`config.mk`:
```
export PLATFORM = sky130hd
export DESIGN_NAME = resp_return
export DESIGN_NICKNAME = d
export VERILOG_FILES = /design/src/source/dbus_pkg.sv /design/src/source/resp_return.sv
export SDC_FILE = /design/constraint.sdc
export NUM_CORES = 1
export LEC_CHECK = 0
export ABC_AREA = 0
export BUFFER_PORTS_ARGS = -buffer_cell sky130_fd_sc_hd__clkbuf_2
export CAP_MARGIN = 5
export CORE_ASPECT_RATIO = 1.75
export CORE_MARGIN = 5
export CORE_UTILIZATION = 40
export CTS_BUF_LIST = sky130_fd_sc_hd__clkbuf_8
export DETAILED_ROUTE_END_ITERATION = 8
export PLACE_DENSITY = 0.7
export REMOVE_ABC_BUFFERS = 1
export SKIP_LAST_GASP = 1
export SYNTH_ARGS = -nofsm -noshare
export SYNTH_HDL_FRONTEND = slang
export SYNTH_SLANG_ARGS = --single-unit
```
`constraint.sdc`:
```
create_clock -name clk_i -period 1.3 [get_ports clk_i]
set_input_delay 0.195 -clock clk_i [delete_from_list [all_inputs] [get_ports clk_i]]
set_output_delay 0.195 -clock clk_i [all_outputs]
set_load 0.01 [all_outputs]
```
`src/source/dbus_pkg.sv`:
```
package dbus_pkg;

    // bus geometry
    localparam int NCORES     = 4;
    localparam int CORE_IDW   = $clog2(NCORES);
    localparam int DMEM_ADDRW = 10;                // word address
    localparam int DATAW      = 32;
    localparam int STRBW      = DATAW / 8;         // one strobe per byte
    localparam int DMEM_DEPTH = 2 ** DMEM_ADDRW;

    // issue lane states
    localparam logic [1:0] LANE_IDLE     = 2'd0;
    localparam logic [1:0] LANE_RSVCHECK = 2'd1;
    localparam logic [1:0] LANE_ACCESS   = 2'd2;

    // store-conditional result word
    localparam logic [DATAW-1:0] SC_OK   = 32'd0;
    localparam logic [DATAW-1:0] SC_FAIL = 32'd1;

endpackage

```
`src/source/resp_return.sv`:
```
`timescale 1ns/10ps

module resp_return
    import dbus_pkg::*;
(
    input  logic                    clk_i,
    input  logic                    rst_n_i,
    input  logic                    ret_valid_i,
    input  logic [CORE_IDW-1:0]     ret_core_i,
    input  logic                    ret_sc_i,
    input  logic [DATAW-1:0]        mem_rdata_i,
    input  logic [NCORES-1:0]       sc_success_i,
    output logic [NCORES*DATAW-1:0] rdata_packed_o,
    output logic                    clr_valid_o,
    output logic [CORE_IDW-1:0]     clr_core_o
);
    logic                ret_valid_q;
    logic [CORE_IDW-1:0] ret_core_q;
    logic                ret_sc_q;
    logic [DATAW-1:0]    result;

    // aligned with the memory read word
    always_ff @(posedge clk_i) begin
        ret_core_q <= ret_core_i;
        ret_sc_q   <= ret_sc_i;
    end

    assign result = ret_sc_q ? (sc_success_i[ret_core_q] ? SC_OK : SC_FAIL) : mem_rdata_i;

    always_ff @(posedge clk_i) begin
        if (!rst_n_i) begin
            ret_valid_q    <= 1'b0;
            rdata_packed_o <= '0;
        end else begin
            ret_valid_q <= ret_valid_i;
            for (int c = 0; c < NCORES; c++) begin
                rdata_packed_o[c*DATAW +: DATAW] <=
                    (ret_valid_q && ret_core_q == CORE_IDW'(c)) ? result : '0;
            end
        end
    end

    assign clr_valid_o = ret_valid_q;    // flag read above, drop it now
    assign clr_core_o  = ret_core_q;

endmodule

```
==> results.cfg <==
[outcome]
status = finished clean

[setup_path]
r2r_cells = 4
r2r_end = rdata_packed_o[0]
regToRegSetupSlack_ns = 0.11
crit_chain = clkbuf_2
crit_required_ns = 1.11
path_delay_family = flip-flops
criticalPathCategory = flop to output port
slowest_stage = dfxtp_1
critical_path.startpoint_type = flop
path_buf_inv = 1
critPathMaxStageDelay_ns = 0.41
crit_path_end_kind = output port
worstPathArrival_ns = 1.00
path_max_fanout = 7
r2r-start = clr_valid_o

[power_and_ir_drop]
p_per_area_nw_per_um2 = 1560
ir_drop_v = 0.00112
p_switching_mw = 1.59
p_int_mw = 6.13
switching_share_pct = 20.6
power_frac_comb_pct = 3.4
seq_power_share_pct = 53.1
clkPwrFrac_pct = 43.6
power_leakage_nw = 2.36

[floorplan]
core_area_um2 = 8610
chipHeight_um = 134
die_x_um = 80.7
ios = 173
die_area_um2 = 10800
num_rows = 45
floorplan.initialDensity_pct = 40.6

[logic_synthesis]
yosysUniqueCellTypes = 14
mappedNetlistArea_um2 = 3490
ys_ff_latch = 132
ys_seq_area_share_pct = 75.6
syn_area_per_cell_um2 = 11.0
netlist_instances = 319
yosys_warnings = 0

[clock_tree]
clock_latency_ns = 0.42
cts_root_buf = clkbuf_8
cts_max_level = 4
clkSinkCount = 132
cts_setup_buffers = 0
clk_pin_slew_worst_paths_ns = 0.07
cts_buffers = 17
cts_tree = yes
clock_path_buffers = 2

[timing]
fin_skew_ns = 0.00544
maxSlewViolCount = 0
tightestPinTransition_ns = 0.329
hold_viol_final = 0
maxSlewHeadroom_pct = 78.0
post-route-period-util_pct = 91.7
rsz0062_at_grt = no
finalSetupViolCount = 0
period_minus_slack_ns = 1.19
fmax_mhz = 839
whs_ns = 0.0526

[placement]
gp_congestion = 0.766
io_buffer_count = 172
dpl.hpwl_um = 6750

[grt]
grt_pass1_wl_um = 14000
overflow = 0
grt_start_max_net_pins = 20
antenna_found_initial = 0
grt_pass1_vias = 2885
grt.total_usage_pct = 17.6

[route]
drc_errors = 0
drt_iter0_drc = 86
via_count = 2710
vias_per_cell = 4.25
wl_um = 8890
route.antenna.remaining_nets = 0
wl_per_cell_um = 13.9
dr.pass1.iters = 5

[cells_and_area]
drive_gt1_share_pct = 41.1
fin_nets = 550
fin_util_pct = 57.3
area_growth_pct = 41.2
diodes = 0
final_common_cell = clkbuf_2
final_cell_mix = 172 x clkbuf_2, 131 x dfxtp_1, 124 x nor2_1, 32 x nand2b_1, 22 x clkbuf_8
fill_cells = 785

[run]
maxCapViolations = 0

[hold_path]
min_delay_worst_endpoint = clr_valid_o
hp-class = input pin to flop
min_from = rst_n_i
worst_hold_path.num_cells = 2
registers in the layout, indices dropped and copies added, names as in the netlist:
| signal | flops |
|---|---|
| ret_sc_q | 1 |
| clr_core_o | 2 |
| rdata_packed_o | 128 |
| clr_valid_o | 1 |
kinds of logic after synthesis:
logic type             after synthesis  synth area share (%)
AO/OA/AOI/OAI                        1                 0.179
buffers and inverters               16                  2.58
flip-flops                         132                  75.6
multiplexers                         2                 0.573
AND/OR/NAND/NOR                    168                  21.1
power by group through the flow:
stage | Clock (mW) | Combinational [mW] | Sequential, mW
2_1_floorplan | 0 | 0.0999 | 4.20
3_3_place_gp | 0 | 0.253 | 4.18
3_5_place_dp | 0 | 0.255 | 4.18
4_1_cts | 3.45 | 0.265 | 4.09
5_1_grt | 3.64 | 0.293 | 4.09
6_report | 3.36 | 0.261 | 4.09
layout make-up:
class | instances | area, um^2 | share of cell area, %
Sequential cell | 132 | 2640 | 53.6
Clock inverter | 10 | 105 | 2.13
Clock buffer | 22 | 303 | 6.13
Timing Repair Buffer | 186 | 976 | 19.8
Multi-Input combinational cell | 171 | 762 | 15.4
Tap cell | 117 | 146 | 2.97
layer usage:
layer | up-vias | track usage (%) | wire length (um)
li1 | 1354 | - | -
met1 | 1235 | 15.2 | 2840
met2 | 103 | 33.3 | 5180
met3 | 18 | 6.63 | 608
met4 | 0 | 9.30 | 258
met5 | - | 0 | 0
cell usage after synthesis (all sizes together):
library cell | number | area [um^2]
nand4 | 1 | 6.26
clkbuf | 12 | 45.0
or3 | 1 | 6.26
buf | 4 | 45.0
and2 | 1 | 6.26
nand2b | 32 | 200
mux2i | 2 | 20.0
nand4b | 2 | 17.5
nor3 | 4 | 20.0
dfxtp | 132 | 2640
o22ai | 1 | 6.26
nand2 | 2 | 7.51
nor2 | 125 | 472
per-stage QoR:
step / setup slack (ns) / area [um^2] / TNS, ns / cells / total power [mW]
after floorplan: -0.323 / 3400 / -20.09 / 303 / 4.30
after global placement: 0.152 / 4490 / 0 / 602 / 4.43
after detailed placement: 0.101 / 4490 / 0 / 602 / 4.44
after CTS: 0.0141 / 4930 / 0 / 638 / 7.81
after global routing: 0.000695 / 4940 / 0 / 638 / 8.02
final: 0.108 / 4940 / 0 / 638 / 7.71
worst max-delay path by stage:
stage	startpoint	endpoint	slack, ns	cells past startpoint
2_1_floorplan	clr_core_o[1]	rdata_packed_o[96]	-0.32	2
3_3_place_gp	clr_valid_o	rdata_packed_o[30]	0.15	4
3_5_place_dp	clr_valid_o	rdata_packed_o[0]	0.10	4
4_1_cts	clr_core_o[1]	clr_core_o[1]	0.01	1
5_1_grt	clr_valid_o	rdata_packed_o[0]	0.0007	4
6_report	clr_core_o[0]	clr_core_o[0]	0.11	1
repair_timing:
item,in CTS,in global routing
endpoints found under the hold margin,4,0
hold buffers,4,0
setup endpoints to repair,0,1
gates resized for setup,0,1
Note: power is estimated with default switching activity, not from simulation.
