$ cat src/source/dbus_pkg.sv
package dbus_pkg;

    // bus geometry
    localparam int NCORES     = 4;
    localparam int CORE_IDW   = $clog2(NCORES);
    localparam int DMEM_ADDRW = 10;                // word address
    localparam int DATAW      = 32;
    localparam int STRBW      = DATAW / 8;         // one strobe per byte
    localparam int DMEM_DEPTH = 2 ** DMEM_ADDRW;

    // issue lane states
    localparam logic [1:0] LANE_IDLE     = 2'd0;
    localparam logic [1:0] LANE_RSVCHECK = 2'd1;
    localparam logic [1:0] LANE_ACCESS   = 2'd2;

    // store-conditional result word
    localparam logic [DATAW-1:0] SC_OK   = 32'd0;
    localparam logic [DATAW-1:0] SC_FAIL = 32'd1;

endpackage

$ cat src/source/reservation_table.sv
`timescale 1ns/10ps

module reservation_table
    import dbus_pkg::*;
(
    input  logic                  clk_i,
    input  logic                  rst_n_i,
    input  logic                  chk_valid_i,
    input  logic [CORE_IDW-1:0]   chk_core_i,
    input  logic [DMEM_ADDRW-1:0] chk_addr_i,
    input  logic                  chk_lr_i,
    input  logic                  chk_sc_i,
    input  logic                  chk_store_i,
    input  logic                  clr_valid_i,
    input  logic [CORE_IDW-1:0]   clr_core_i,
    output logic [NCORES-1:0]     sc_success_o
);
    logic [NCORES-1:0]     rsv_valid_q;
    logic [DMEM_ADDRW-1:0] rsv_addr_q [NCORES];
    logic [NCORES-1:0]     addr_hit;
    logic                  own_match;

    always_comb begin
        for (int c = 0; c < NCORES; c++) begin
            addr_hit[c] = rsv_valid_q[c] && (rsv_addr_q[c] == chk_addr_i);
        end
    end

    assign own_match = addr_hit[chk_core_i];    // SC core holds this address

    always_ff @(posedge clk_i) begin
        if (!rst_n_i) begin
            rsv_valid_q  <= '0;
            sc_success_o <= '0;
        end else begin
            if (clr_valid_i) begin
                sc_success_o[clr_core_i] <= 1'b0;
            end
            if (chk_valid_i) begin
                if (chk_lr_i) begin
                    rsv_valid_q[chk_core_i] <= 1'b1;
                end else if (chk_sc_i) begin
                    sc_success_o[chk_core_i] <= own_match;
                    if (own_match) begin
                        rsv_valid_q <= rsv_valid_q & ~addr_hit;
                    end
                end else if (chk_store_i) begin
                    rsv_valid_q <= rsv_valid_q & ~addr_hit;
                end
            end
        end
    end

    always_ff @(posedge clk_i) begin
        if (chk_valid_i && chk_lr_i) begin
            rsv_addr_q[chk_core_i] <= chk_addr_i;
        end
    end

endmodule

$ cat config.mk
export PLATFORM = sky130hd
export DESIGN_NAME = reservation_table
export DESIGN_NICKNAME = d
export VERILOG_FILES = /design/src/source/dbus_pkg.sv /design/src/source/reservation_table.sv
export SDC_FILE = /design/constraint.sdc
export NUM_CORES = 1
export LEC_CHECK = 0
export ABC_CLOCK_PERIOD_IN_PS = 2650
export BUFFER_PORTS_ARGS = -buffer_cell sky130_fd_sc_hd__buf_2
export CAP_MARGIN = 0
export CORE_UTILIZATION = 52
export DETAILED_ROUTE_END_ITERATION = 6
export GPL_TIMING_DRIVEN = 0
export PLACE_DENSITY = 0.79
export SYNTH_ARGS = -nofsm -noshare
export SYNTH_HDL_FRONTEND = slang
export SYNTH_SLANG_ARGS = --single-unit
$ cat constraint.sdc
create_clock -name clk_i -period 2.65 [get_ports clk_i]
set_clock_uncertainty 0.15 [all_clocks]
set_input_delay 0.265 -clock clk_i [delete_from_list [all_inputs] [get_ports clk_i]]
set_output_delay 0.265 -clock clk_i [all_outputs]
set_load 0.02 [all_outputs]
==> impl_metrics.toml <==
[timing]
finalSetupViolations = 0
post-route-period-util_pct = 70.7
finalHoldViolations = 0
finalSetupTns_ns = 0
rsz0062_at_grt = "no"
maxSlewHeadroom_pct = 31.2
worst_slew_pin_slew_ns = 1.03
min_period_ns = 1.87
maxSlewViolCount = 0
fmaxAchievable_mhz = 534

[route]
vias = 1388
detail_route.first_pass.iterations = 4
remaining_drc_errors = 0
wl_per_cell_um = 17.1
drt_wl_total_mm = 4.11
viasPerCell = 5.78
first_iter_violations = 98
final_antenna_net_count = 0

[die]
die_x_um = 67.3
core_area_um2 = 4060
initial_core_util_pct = 54.6
io-pin-count = 25
die_area_um2 = 4520
die_height_um = 67.3
rows = 23

[power]
ir_drop_uv = 385
powerDensity_nw_per_um2 = 558
leakage_nw = 0.873
p_seq_share_pct = 61.5
internal_power_mw = 1.06
power_switching_uw = 317
comb_power_share_pct = 9.2
power_frac_clock_pct = 29.3
sw_frac_of_total_pct = 23.0

[synth]
synth_top_area_share_pct = 54.2
synth_top_cell_by_area = "edfxtp_1"
synth-warning-count = 0
ys_seq_area_share_pct = 61.5
avgSynthCellArea_um2 = 13.8
synthCells = 161
syn-num-nets = 182
mappedNetlistArea_um2 = 2210
synth_seq_cells = 48
ys_top_cells_by_area = "edfxtp_1 54%, xor2_1 16%, dfxtp_1 7.2%"
synth_cell_type_count = 29

[clock_network]
post-cts-setup-buffer-count = 0
htree_num_levels = 2
ctsHoldBuffers = 0
cts_buffer_depth = 2
clk_pin_slew_worst_paths_ns = 0.08
clockRootBuffer = "clkbuf_8"
cts.sinks = 48
cts_tree = "built"
insertion_delay_ns = 0.30
cts_resized = 0
numCtsBuffers = 5

[setup_path]
worst_ep_arrival_time_ns = 1.92
cp-end-kind = "flop"
path_max_fanout = 4
startpoint_type = "flop"
crit_type = "reg -> reg"
crit_required_ns = 2.69

[finish]
diodes = 0
fin_nets = 210
drive_gt1_share_pct = 20.5
fin_util_pct = 61.0
layout_common_cells = "40 x xor2_1, 40 x edfxtp_1, 21 x buf_2, 9 x nand4_1"
areaGrowthSynthToFinish_pct = 11.8

[worst_hold_path]
hp-class = "in -> reg"

[grt]
grt_pass1_wl_mm = 6.31
grt_antenna_before_repair = 0
grt_max_degree = 15
grt_pass1_vias = 1394
track_usage_pct = 20.0
grt-ovfl-total = 0

[placed_design]
place.port_buffers = 21
gp_congestion = 0.788
dp.final_hpwl_mm = 2.91

[run_status]
status = "finished, final reports clean"

[job]
maxCapViolations = 0
[sequential cells by signal, indices dropped and copies added, names as in the netlist]
signal,cells
sc_success_o,4
rsv_valid_q,4
rsv_addr_q,40
[per-layer routing]
layer | share of wire [%] | global-route usage (%) | wire length (µm)
met2 | 50 | 33.4 | 2030
met5 | 0 | 0 | 0
met1 | 44 | 22.9 | 1800
met4 | 2.0 | 11.2 | 81
met3 | 4.6 | 5.74 | 189
[final cells by class]
class                   count  area, µm²
inverters                   1       3.75
repair buffers             21        105
clock inverters             3       13.8
fillers                   326       1580
clock buffers               5       68.8
plain buffers               4       16.3
well taps                  50       62.6
multi-input cells         108        843
flip-flops and latches     48       1360
[final timing paths]
check	slack [ns]	endpoint	cells past startpoint	startpoint
setup / recovery	0.78	sc_success_o[2]	5	rsv_addr_q[2][9]
hold / removal	0.14	rsv_addr_q[3][3]	1	chk_addr_i[3]
setup reg to reg	0.78	sc_success_o[2]	5	rsv_addr_q[2][9]
hold reg to reg	0.32	sc_success_o[3]	2	sc_success_o[3]
[worst max-delay path, stage by stage, from the launching register on]
cell	delay, ns
edfxtp_1	0.39
xor2_1	0.19
nor4_4	0.39
nand4_1	0.19
and4_4	0.23
o31ai_1	0.25
[power by group through the flow]
| stage | sequential (mW) | clock, mW | combinational [mW] |
|---|---|---|---|
| after floorplan | 0.864 | 0 | 0.0756 |
| after global placement | 0.865 | 0 | 0.121 |
| after detailed placement | 0.866 | 0 | 0.127 |
| after CTS | 0.849 | 0.412 | 0.128 |
| after global routing | 0.851 | 0.439 | 0.139 |
| final | 0.848 | 0.404 | 0.127 |
[through the flow]
| step | hold WS (ns) | total power, mW | setup slack [ns] | cell area [µm²] | cells |
|---|---|---|---|---|---|
| 2_1_floorplan | 0.214 | 0.939 | 0.683 | 2210 | 161 |
| 3_3_place_gp | 0.305 | 0.985 | 0.166 | 2380 | 232 |
| 3_5_place_dp | 0.313 | 0.993 | 0.489 | 2390 | 232 |
| 4_1_cts | 0.126 | 1.39 | 0.775 | 2470 | 240 |
| 5_1_grt | 0.133 | 1.43 | 0.664 | 2470 | 240 |
| 6_report | 0.139 | 1.38 | 0.777 | 2470 | 240 |
[cells by family (layout without fill, tap and decap cells)]
group,count (synthesis),in the layout,share of synthesized area (%)
and+or+nand+nor,55,55,17.3
buffers and inverters,5,34,0.904
DFF,48,48,61.5
xor gates and xnor gates,40,40,15.8
AOI/OAI and AO/OA,13,13,4.46
[cell usage after synthesis, drive strengths merged]
| master | instances |
|---|---|
| nor4 | 9 |
| nor2 | 8 |
| o221ai | 4 |
| dfxtp | 8 |
| nand3 | 5 |
| nand2 | 5 |
| a31oi | 4 |
| nor3 | 2 |
| clkbuf | 2 |
| o2111ai | 1 |
| nor3b | 1 |
| or3b | 1 |
| edfxtp | 40 |
| and3 | 4 |
| and3b | 1 |
| xor2 | 40 |
| and4 | 2 |
| nand4 | 9 |
| o31ai | 4 |
| and2 | 2 |
| buf | 2 |
| nand3b | 3 |
| nor2b | 2 |
| inv | 1 |
| or4bb | 1 |
(Power assumes the default switching activity.)
