--- src/source/dbus_pkg.sv ---
package dbus_pkg;

    // bus geometry
    localparam int NCORES     = 4;
    localparam int CORE_IDW   = $clog2(NCORES);
    localparam int DMEM_ADDRW = 10;                // word address
    localparam int DATAW      = 32;
    localparam int STRBW      = DATAW / 8;         // one strobe per byte
    localparam int DMEM_DEPTH = 2 ** DMEM_ADDRW;

    // issue lane states
    localparam logic [1:0] LANE_IDLE     = 2'd0;
    localparam logic [1:0] LANE_RSVCHECK = 2'd1;
    localparam logic [1:0] LANE_ACCESS   = 2'd2;

    // store-conditional result word
    localparam logic [DATAW-1:0] SC_OK   = 32'd0;
    localparam logic [DATAW-1:0] SC_FAIL = 32'd1;

endpackage

--- src/source/pending_if.sv ---
`timescale 1ns/10ps

interface pending_if
    import dbus_pkg::*;
();
    logic [NCORES-1:0]                 valid;
    logic [NCORES-1:0]                 re;
    logic [NCORES-1:0]                 we;
    logic [NCORES-1:0]                 lr;
    logic [NCORES-1:0]                 sc;
    logic [NCORES-1:0][DMEM_ADDRW-1:0] addr;
    logic [NCORES-1:0][DATAW-1:0]      wdata;
    logic [NCORES-1:0][STRBW-1:0]      wstrb;
    logic                              served;       // slot done this cycle
    logic [CORE_IDW-1:0]               served_core;

    modport capture (
        output valid, re, we, lr, sc, addr, wdata, wstrb,
        input  served, served_core
    );

    modport lane (
        input  valid, re, we, lr, sc, addr, wdata, wstrb,
        output served, served_core
    );

endinterface

--- src/source/mem_port_if.sv ---
`timescale 1ns/10ps

interface mem_port_if
    import dbus_pkg::*;
();
    logic                  re;
    logic                  we;
    logic [DMEM_ADDRW-1:0] addr;
    logic [DATAW-1:0]      wdata;
    logic [STRBW-1:0]      wstrb;
    logic [DATAW-1:0]      rdata;    // valid one cycle after re

    modport master (
        output re, we, addr, wdata, wstrb,
        input  rdata
    );

    modport slave (
        input  re, we, addr, wdata, wstrb,
        output rdata
    );

endinterface

--- src/source/issue_lane.sv ---
`timescale 1ns/10ps

module issue_lane
    import dbus_pkg::*;
(
    input  logic                  clk_i,
    input  logic                  rst_n_i,
    input  logic [NCORES-1:0]     sc_success_i,
    pending_if.lane               pend,
    mem_port_if.master            mem,
    output logic                  chk_valid_o,
    output logic [CORE_IDW-1:0]   chk_core_o,
    output logic [DMEM_ADDRW-1:0] chk_addr_o,
    output logic                  chk_lr_o,
    output logic                  chk_sc_o,
    output logic                  chk_store_o,
    output logic                  ret_valid_o,
    output logic [CORE_IDW-1:0]   ret_core_o,
    output logic                  ret_sc_o
);
    logic [1:0]            state_q;
    logic [CORE_IDW-1:0]   rr_ptr_q;
    logic [CORE_IDW-1:0]   sel_core_q;
    logic [DMEM_ADDRW-1:0] sel_addr_q;

    logic                  pick_valid;
    logic [CORE_IDW-1:0]   pick_core;
    logic                  pick_plain_load;
    logic                  in_rsv;
    logic                  in_access;
    logic                  sel_re;
    logic                  sel_we;
    logic                  sel_sc;

    // first pending slot at or after the pointer
    always_comb begin : rr_scan
        logic [CORE_IDW-1:0] idx;
        pick_valid = 1'b0;
        pick_core  = rr_ptr_q;
        for (int n = 0; n < NCORES; n++) begin
            idx = rr_ptr_q + CORE_IDW'(n);    // wraps at NCORES
            if (!pick_valid && pend.valid[idx]) begin
                pick_valid = 1'b1;
                pick_core  = idx;
            end
        end
    end

    assign pick_plain_load = pend.re[pick_core] && !pend.lr[pick_core];

    always_ff @(posedge clk_i) begin
        if (!rst_n_i) begin
            state_q  <= LANE_IDLE;
            rr_ptr_q <= '0;
        end else begin
            case (state_q)
                LANE_IDLE: begin
                    if (pick_valid) begin
                        state_q <= pick_plain_load ? LANE_ACCESS : LANE_RSVCHECK;
                    end
                end
                LANE_RSVCHECK: state_q <= LANE_ACCESS;
                LANE_ACCESS: begin
                    state_q  <= LANE_IDLE;
                    rr_ptr_q <= sel_core_q + CORE_IDW'(1);
                end
                default: state_q <= LANE_IDLE;
            endcase
        end
    end

    always_ff @(posedge clk_i) begin
        if (state_q == LANE_IDLE && pick_valid) begin
            sel_core_q <= pick_core;
            sel_addr_q <= pend.addr[pick_core];
        end
    end

    assign in_rsv    = (state_q == LANE_RSVCHECK);
    assign in_access = (state_q == LANE_ACCESS);
    assign sel_re    = pend.re[sel_core_q];
    assign sel_we    = pend.we[sel_core_q];
    assign sel_sc    = pend.sc[sel_core_q];

    assign chk_valid_o = in_rsv;
    assign chk_core_o  = sel_core_q;
    assign chk_addr_o  = sel_addr_q;
    assign chk_lr_o    = sel_re && pend.lr[sel_core_q];
    assign chk_sc_o    = sel_we && sel_sc;
    assign chk_store_o = sel_we && !sel_sc;

    // failed SC leaves memory untouched
    assign mem.re    = in_access && sel_re;
    assign mem.we    = in_access && sel_we && (!sel_sc || sc_success_i[sel_core_q]);
    assign mem.addr  = sel_addr_q;
    assign mem.wdata = pend.wdata[sel_core_q];
    assign mem.wstrb = pend.wstrb[sel_core_q];

    assign pend.served      = in_access;
    assign pend.served_core = sel_core_q;

    assign ret_valid_o = in_access;
    assign ret_core_o  = sel_core_q;
    assign ret_sc_o    = sel_sc;

endmodule

--- src/flat_wrapper.sv ---
// flat-port wrapper written by rule: the top's interface ports become plain ports
module issue_lane_flat import dbus_pkg::*;
  (clk_i, rst_n_i, sc_success_i, chk_valid_o, chk_core_o, chk_addr_o, chk_lr_o, chk_sc_o, chk_store_o, ret_valid_o, ret_core_o, ret_sc_o, pend_valid, pend_re, pend_we, pend_lr, pend_sc, pend_addr, pend_wdata, pend_wstrb, pend_served, pend_served_core, mem_re, mem_we, mem_addr, mem_wdata, mem_wstrb, mem_rdata);
  pending_if pend_i ();
  mem_port_if mem_i ();
  input  logic clk_i;
  input  logic rst_n_i;
  input  logic [NCORES-1:0] sc_success_i;
  output logic chk_valid_o;
  output logic [CORE_IDW-1:0] chk_core_o;
  output logic [DMEM_ADDRW-1:0] chk_addr_o;
  output logic chk_lr_o;
  output logic chk_sc_o;
  output logic chk_store_o;
  output logic ret_valid_o;
  output logic [CORE_IDW-1:0] ret_core_o;
  output logic ret_sc_o;
  input wire logic [$bits(pend_i.valid)-1:0] pend_valid;
  input wire logic [$bits(pend_i.re)-1:0] pend_re;
  input wire logic [$bits(pend_i.we)-1:0] pend_we;
  input wire logic [$bits(pend_i.lr)-1:0] pend_lr;
  input wire logic [$bits(pend_i.sc)-1:0] pend_sc;
  input wire logic [$bits(pend_i.addr)-1:0] pend_addr;
  input wire logic [$bits(pend_i.wdata)-1:0] pend_wdata;
  input wire logic [$bits(pend_i.wstrb)-1:0] pend_wstrb;
  output wire logic [$bits(pend_i.served)-1:0] pend_served;
  output wire logic [$bits(pend_i.served_core)-1:0] pend_served_core;
  output wire logic [$bits(mem_i.re)-1:0] mem_re;
  output wire logic [$bits(mem_i.we)-1:0] mem_we;
  output wire logic [$bits(mem_i.addr)-1:0] mem_addr;
  output wire logic [$bits(mem_i.wdata)-1:0] mem_wdata;
  output wire logic [$bits(mem_i.wstrb)-1:0] mem_wstrb;
  input wire logic [$bits(mem_i.rdata)-1:0] mem_rdata;
  assign pend_i.valid = pend_valid;
  assign pend_i.re = pend_re;
  assign pend_i.we = pend_we;
  assign pend_i.lr = pend_lr;
  assign pend_i.sc = pend_sc;
  assign pend_i.addr = pend_addr;
  assign pend_i.wdata = pend_wdata;
  assign pend_i.wstrb = pend_wstrb;
  assign pend_served = pend_i.served;
  assign pend_served_core = pend_i.served_core;
  assign mem_re = mem_i.re;
  assign mem_we = mem_i.we;
  assign mem_addr = mem_i.addr;
  assign mem_wdata = mem_i.wdata;
  assign mem_wstrb = mem_i.wstrb;
  assign mem_i.rdata = mem_rdata;
  issue_lane u_core (.clk_i(clk_i), .rst_n_i(rst_n_i), .sc_success_i(sc_success_i), .pend(pend_i), .mem(mem_i), .chk_valid_o(chk_valid_o), .chk_core_o(chk_core_o), .chk_addr_o(chk_addr_o), .chk_lr_o(chk_lr_o), .chk_sc_o(chk_sc_o), .chk_store_o(chk_store_o), .ret_valid_o(ret_valid_o), .ret_core_o(ret_core_o), .ret_sc_o(ret_sc_o));
endmodule
--- config.mk ---
export PLATFORM = sky130hd
export DESIGN_NAME = issue_lane_flat
export DESIGN_NICKNAME = d
export VERILOG_FILES = /design/src/source/dbus_pkg.sv /design/src/source/pending_if.sv /design/src/source/mem_port_if.sv /design/src/source/issue_lane.sv /design/src/flat_wrapper.sv
export SDC_FILE = /design/constraint.sdc
export NUM_CORES = 1
export LEC_CHECK = 0
export BUFFER_PORTS_ARGS = -buffer_cell sky130_fd_sc_hd__buf_2
export CELL_PAD_IN_SITES_DETAIL_PLACEMENT = 1
export CELL_PAD_IN_SITES_GLOBAL_PLACEMENT = 1
export CORE_AREA = 4 4 120 122
export CTS_CLUSTER_DIAMETER = 30
export DETAILED_ROUTE_END_ITERATION = 12
export DIE_AREA = 0 0 124 126
export PLACE_DENSITY = 0.79
export SYNTH_ARGS = -nofsm -noshare
export SYNTH_HDL_FRONTEND = slang
export SYNTH_SLANG_ARGS = --single-unit
--- constraint.sdc ---
create_clock -name clk_i -period 2.03 [get_ports clk_i]
set_input_delay 0.203 -clock clk_i [delete_from_list [all_inputs] [get_ports clk_i]]
set_output_delay 0.203 -clock clk_i [all_outputs]
set_load 0.05 [all_outputs]
==> results of run 1 <==
## final timing paths
kind                            slack [ns]                   end            startpoint
worst min-delay path                  0.22     u_core.state_q[0]               rst_n_i
worst min register to register        0.53     u_core.state_q[1]     u_core.state_q[0]
worst max-delay path                  0.06                mem_we  u_core.chk_core_o[0]
worst max register to register        0.16  u_core.chk_addr_o[1]    u_core.rr_ptr_q[1]
## metrics by stage
step                total power, mW  std cells
finish                         5.93        619
global route                   6.23        619
CTS                            5.94        614
detailed placement             5.50        609
global placement               5.43        609
floorplan                      4.48        169
## report_power, final
part | total, mW | switching (mW) | internal, mW
registers | 0.607 | 0.0817 | 0.525
logic | 4.92 | 3.32 | 1.60
clock network | 0.403 | 0.141 | 0.262
total | 5.93 | 3.55 | 2.39
## flip-flops by register name, indices dropped and copies added (netlist names)
register,count
u_core.chk_addr_o,10
u_core.chk_core_o,2
u_core.rr_ptr_q,2
u_core.state_q,2
## logic make-up after synthesis
family	after synthesis	share of synthesized area (%)
mux	71	55.8
buf+inv	35	9.82
simple gates	30	8.39
compound gates	16	5.48
flops	16	20.1
xor+xnor	1	0.400
## routing by layer
layer	up-vias	share of wire [%]	track usage (%)
met4	0	0.57	2.13
li1	1229	-	-
met2	152	56	26.1
met1	1282	34	13.7
met3	6	9.1	2.02
met5	-	0	0
## placed cells by master (no fill, tap or decap), types with 2 or more instances in the layout
| cell | Yosys | routed |
|---|---|---|
| nand4b_1 | 2 | 2 |
| and2_1 | 4 | 2 |
| nand2b_1 | 2 | 2 |
| buf_6 | 2 | 2 |
| mux4_2 | 41 | 41 |
| o2111ai_1 | 2 | 2 |
| edfxtp_1 | 12 | 12 |
| clkbuf_16 | 0 | 3 |
| buf_12 | 0 | 3 |
| a21oi_1 | 3 | 2 |
| mux2i_1 | 30 | 30 |
| o211a_1 | 2 | 2 |
| nor2b_1 | 6 | 5 |
| diode_2 | 0 | 2 |
| inv_1 | 5 | 5 |
| buf_4 | 16 | 15 |
| o21ai_0 | 2 | 2 |
| nand3_1 | 2 | 2 |
| buf_2 | 6 | 277 |
| o211ai_1 | 2 | 2 |
| nand2_1 | 5 | 5 |
| dfxtp_1 | 4 | 3 |
## timing repair
item,CTS,global route
gates resized for setup,2,8
buffers inserted,1,3
endpoints found under the setup margin,19,35
cloned,0,0
## area by class of cell
class                      count  area [µm²]
clock buffer                   3        75.1
tap                          176         220
multi-input combinational    118        1560
timing repair buffer         298        1600
fill                        1591        9270
inverter                       5        18.8
antenna                        2        5.00
clock inverter                 1        3.75
sequential                    16         442
## tightest hold or removal path: cells and delay by family
family / cells / cell delay [ns]
AOI/OAI and AO/OA: 1 / 0.04
and+or+nand+nor: 1 / 0.06
buffers and inverters: 1 / 0.13
==> reports/summary.txt, run 1 <==
status: complete, no violations
clock buffer depth: 2
PD cells: 1510 mW/mm²
Setup Crit Path Kind: reg2out
ANT nets after route: 0
headroom to the max-slew limit: 24.8%
critical path peak fanout: 7
Worst-Skew Late Latency: 0.25 ns
worst-margin pin slew: 1.12 ns
syn_nets: 411
final hold violations: 0
startpoint types: register
number of remaining DRC errors: 0
top post-synthesis cells by area: mux4_2 (42%), edfxtp_1 (16%), mux2i_1 (14%), buf_4 (5.5%), dfxtp_1 (3.7%)
R2R cell count: 6
cell area after synthesis: 0.00219 mm²
Final #Nets: 684
pre-CTS WS: 0.0831 ns
cell leakage power: 1.95 nW
Hold Path Class: in2reg
final worst setup slack: 0.0555 ns
# IOs: 313
routed len/inst: 17.9 µm
first-pass GRT wire length: 15800 µm
Avg Synthesized Cell Area: 13.0 µm²
Total GRT Usage: 12.8%
Max-Cap Viols: 0
Max stage delay on crit path: 0.61 ns
DR vias: 2669
placed cell areas: 0.00379 mm²
Max Slew Vio Count: 0
Synth top cells by count: mux4_2 (41), mux2i_1 (30), buf_4 (16), edfxtp_1 (12)
Setup TNS Final: 0 ns
FMAX: 506 MHz
Critical Path RT: 1.83 ns
RSZ-0062 raised after global routing: yes
Worst path depth: 4
largest net degree at the start of global routing: 20
HPWL Detailed: 9820 µm
critical path cell sequence: buf_12, mux4_2, a21oi_4, buf_8
Via density: 4.31
Area growth syn-to-layout: 79.1%
kind of cell adding the most delay to the critical path: multiplexers
top-count cell post-synth: mux4_2
top-area cell type share of the netlist area: 42.1%
Final Wtd Congestion: 0.877
Peak VDD IR: 0.000501 V
initial core utilization: 16.6%
total gr overflow: 0
Hold Path Stages: 3
antenna violations before repair: 2
CP arrival: 1.77 ns
layout cell share with drive strength beyond 1: 79.8%
Core Region: 0.0132 mm²
EDFF count, synth: 12
CTS clk-pin slew, worst paths: 0.06 ns
Seq cells post-synth: 16
cts hold-fix bufs: 0
Crit-path slowest cell: mux4_2
clk root buf: clkbuf_16
Synth warnings: 0
area leader, netlist: mux4_2
Final Core Density: 29.8%
first-pass iteration count of the detailed router: 4
Seq/Total Area, Yosys: 20.1%
Final period util: 97.3%
cts bufs inserted: 3
IO Port Bufs: 280
Primary FF master, synth: edfxtp_1
DRT iter0 DRCs: 79
num rows: 42
chip width: 124 µm
htree depth: 1
synth unique cells: 36
CP Buf/Inv Count: 2
Cells after Synth: 169
skew final: 0.00374 ns
Worst Setup End Kind: output pin
final worst path period need: 1.97 ns
vias in the first global route: 2988
DRT Wirelength: 11100 µm
FFs w/ async S/R, synth: 0%
total die area: 0.0156 mm²
Min Hold Slack: 0.223 ns
cell area after layout: 0.00393 mm²
CTS tree: built
Clock Sinks: 16
die height: 126 µm
Final Setup Violations: 0
Power figures use the tool's default switching activity.
==> run 2, diff against run 1 <==
==> constraint.sdc (replaced) <==
create_clock -name clk_i -period 2.03 [get_ports clk_i]
set_input_delay 0.609 -clock clk_i [delete_from_list [all_inputs] [get_ports clk_i]]
set_output_delay 0.609 -clock clk_i [all_outputs]
set_load 0.05 [all_outputs]
==> run 2 against run 1 <==
- the flow now finishes with violations (setup timing)
- via count up 4.1%
- wire length up 11%
- sequential share of layout area down 1.2 points
- sequential power down 0.7%
- maximum frequency down 15%
- die area unchanged
- clock skew down 0.0012 ns
- worst setup slack worse by 0.34 ns
- critical endpoint unchanged
- largest power group unchanged
==> reports/summary.txt, run 2 (synthesized netlist as in run 1, its figures left out) <==
commonest non-fill, non-tap cell in the layout: buf_2
headroom to the max-slew limit: 64.8%
Setup Crit Path Kind: reg2out
Final #Nets: 701
startpoint types: register
RR Endpoint: u_core.chk_addr_o[7]
vias in the first global route: 3223
DRT Wirelength: 12300 µm
CTS clk-pin slew, worst paths: 0.05 ns
Hold Path End: u_core.state_q[1]
final worst setup slack: -0.283 ns
worst-margin pin slew: 0.523 ns
Multi-input gate area: 0.00159 mm²
HPWL Detailed: 10600 µm
IO Port Bufs: 280
most frequent cells in the layout: buf_2 (235), mux4_2 (41), buf_4 (36)
Area growth syn-to-layout: 101%
max reg flops: 10
HP Start: u_core.state_q[0]
FMAX: 432 MHz
Fillers: 1566
Total GRT Usage: 14.4%
status: finished, violations left
total gr overflow: 0
Min Hold Slack: 0.530 ns
# IOs: 313
num rows: 42
pre-CTS WS: -0.291 ns
DR vias: 2779
antenna violations before repair: 2
Final Total Pwr: 6.71 mW
r2r startpoint: u_core.rr_ptr_q[0]
die height: 126 µm
final worst path period need: 2.31 ns
first-pass GRT wire length: 17400 µm
Worst Setup End Kind: output pin
CTS tree: built
Clock Sinks: 16
ANT nets after route: 0
Hold Path Class: reg2reg
Final period util: 114%
FF-to-FF setup slack: 0.22 ns
Hold Path Stages: 2
cell leakage power: 2.15 nW
Via density: 4.37
failing checks: setup timing
PD cells: 1520 mW/mm²
critical path peak fanout: 7
htree depth: 1
Peak VDD IR: 0.000604 V
number of remaining DRC errors: 0
DRT iter0 DRCs: 80
Final Setup Violations: 42
Setup TNS Final: -9.76 ns
first-pass iteration count of the detailed router: 4
chip width: 124 µm
Max Slew Vio Count: 0
cts bufs inserted: 3
initial core utilization: 16.6%
R2R cell count: 6
Core Region: 0.0132 mm²
final hold violations: 0
clock buffer depth: 2
Critical Path RT: 1.42 ns
RSZ-0062 raised after global routing: yes
clk root buf: clkbuf_16
cts hold-fix bufs: 0
total die area: 0.0156 mm²
Final Wtd Congestion: 0.890
largest net degree at the start of global routing: 25
skew final: 0.00251 ns
routed len/inst: 19.3 µm
Worst-Skew Late Latency: 0.25 ns
layout cell share with drive strength beyond 1: 81.0%
CP arrival: 1.70 ns
Register Area: 440 µm²
Max-Cap Viols: 0
## run 2: cell types whose count changed in the layout (fill, tap and decap cells not counted), sizes merged
cell,delta
clkinv,-1
clkbuf,+3
buf,+15
## run 2: area by class of cell
class / count / area share (%)
diodes: 2 / 0.114
clock buffers: 4 / 1.79
inverters: 5 / 0.427
multi-input cells: 118 / 36.2
flip-flops and latches: 16 / 10.0
well taps: 176 / 5.01
repair buffers: 315 / 46.5
## run 2: worst max-delay path, cell delays in order (launching register included)
cell and delay [ns]:
edfxtp_1 0.37, buf_12 0.15, mux4_2 0.59, a21oi_4 0.17
buf_6 0.17
## run 2: what timing repair did
| item | in CTS | in global routing |
|---|---|---|
| gates cloned | 1 | 1 |
| endpoints found under the setup margin | 42 | 52 |
| pin swaps | 2 | 2 |
| resized for setup | 82 | 7 |
| setup buffers | 2 | 1 |
## run 2: where the power goes
group	leakage (nW)	total (mW)	internal (mW)	switching, mW
clock network	0.0382	0.403	0.267	0.136
logic	1.96	5.70	2.20	3.49
registers	0.154	0.603	0.522	0.0816
total	2.15	6.71	2.99	3.71
## run 2: metal layers
metal	share of wire, %	wire [µm]	vias up	global-route usage, %
met5	0	0	-	0
met4	2.9	356	0	4.77
met3	9.0	1110	28	3.41
met2	54	6660	165	28.0
met1	34	4140	1327	14.6
li1	-	-	1259	-
## run 2: per-stage QoR
| step | instances | area (µm²) | util [%] |
|---|---|---|---|
| global route | 636 | 4400 | 33.4 |
| detailed placement | 626 | 3980 | 30.2 |
| CTS | 633 | 4360 | 33.0 |
| finish | 636 | 4400 | 33.4 |
| global placement | 626 | 3980 | 30.2 |
| floorplan | 169 | 2250 | - |
## run 2: how the worst max path moves through the flow
stage,from,to,slack (ns),depth (start not counted)
finish,u_core.chk_core_o[0],mem_we,-0.28,4
global route,u_core.chk_core_o[0],mem_we,-0.34,4
CTS,u_core.chk_core_o[0],mem_wdata[7],-0.32,5
detailed placement,pend_sc[3],mem_we,-0.29,4
global placement,pend_sc[3],mem_we,-0.26,4
floorplan,u_core.chk_core_o[0],mem_we,-0.62,3
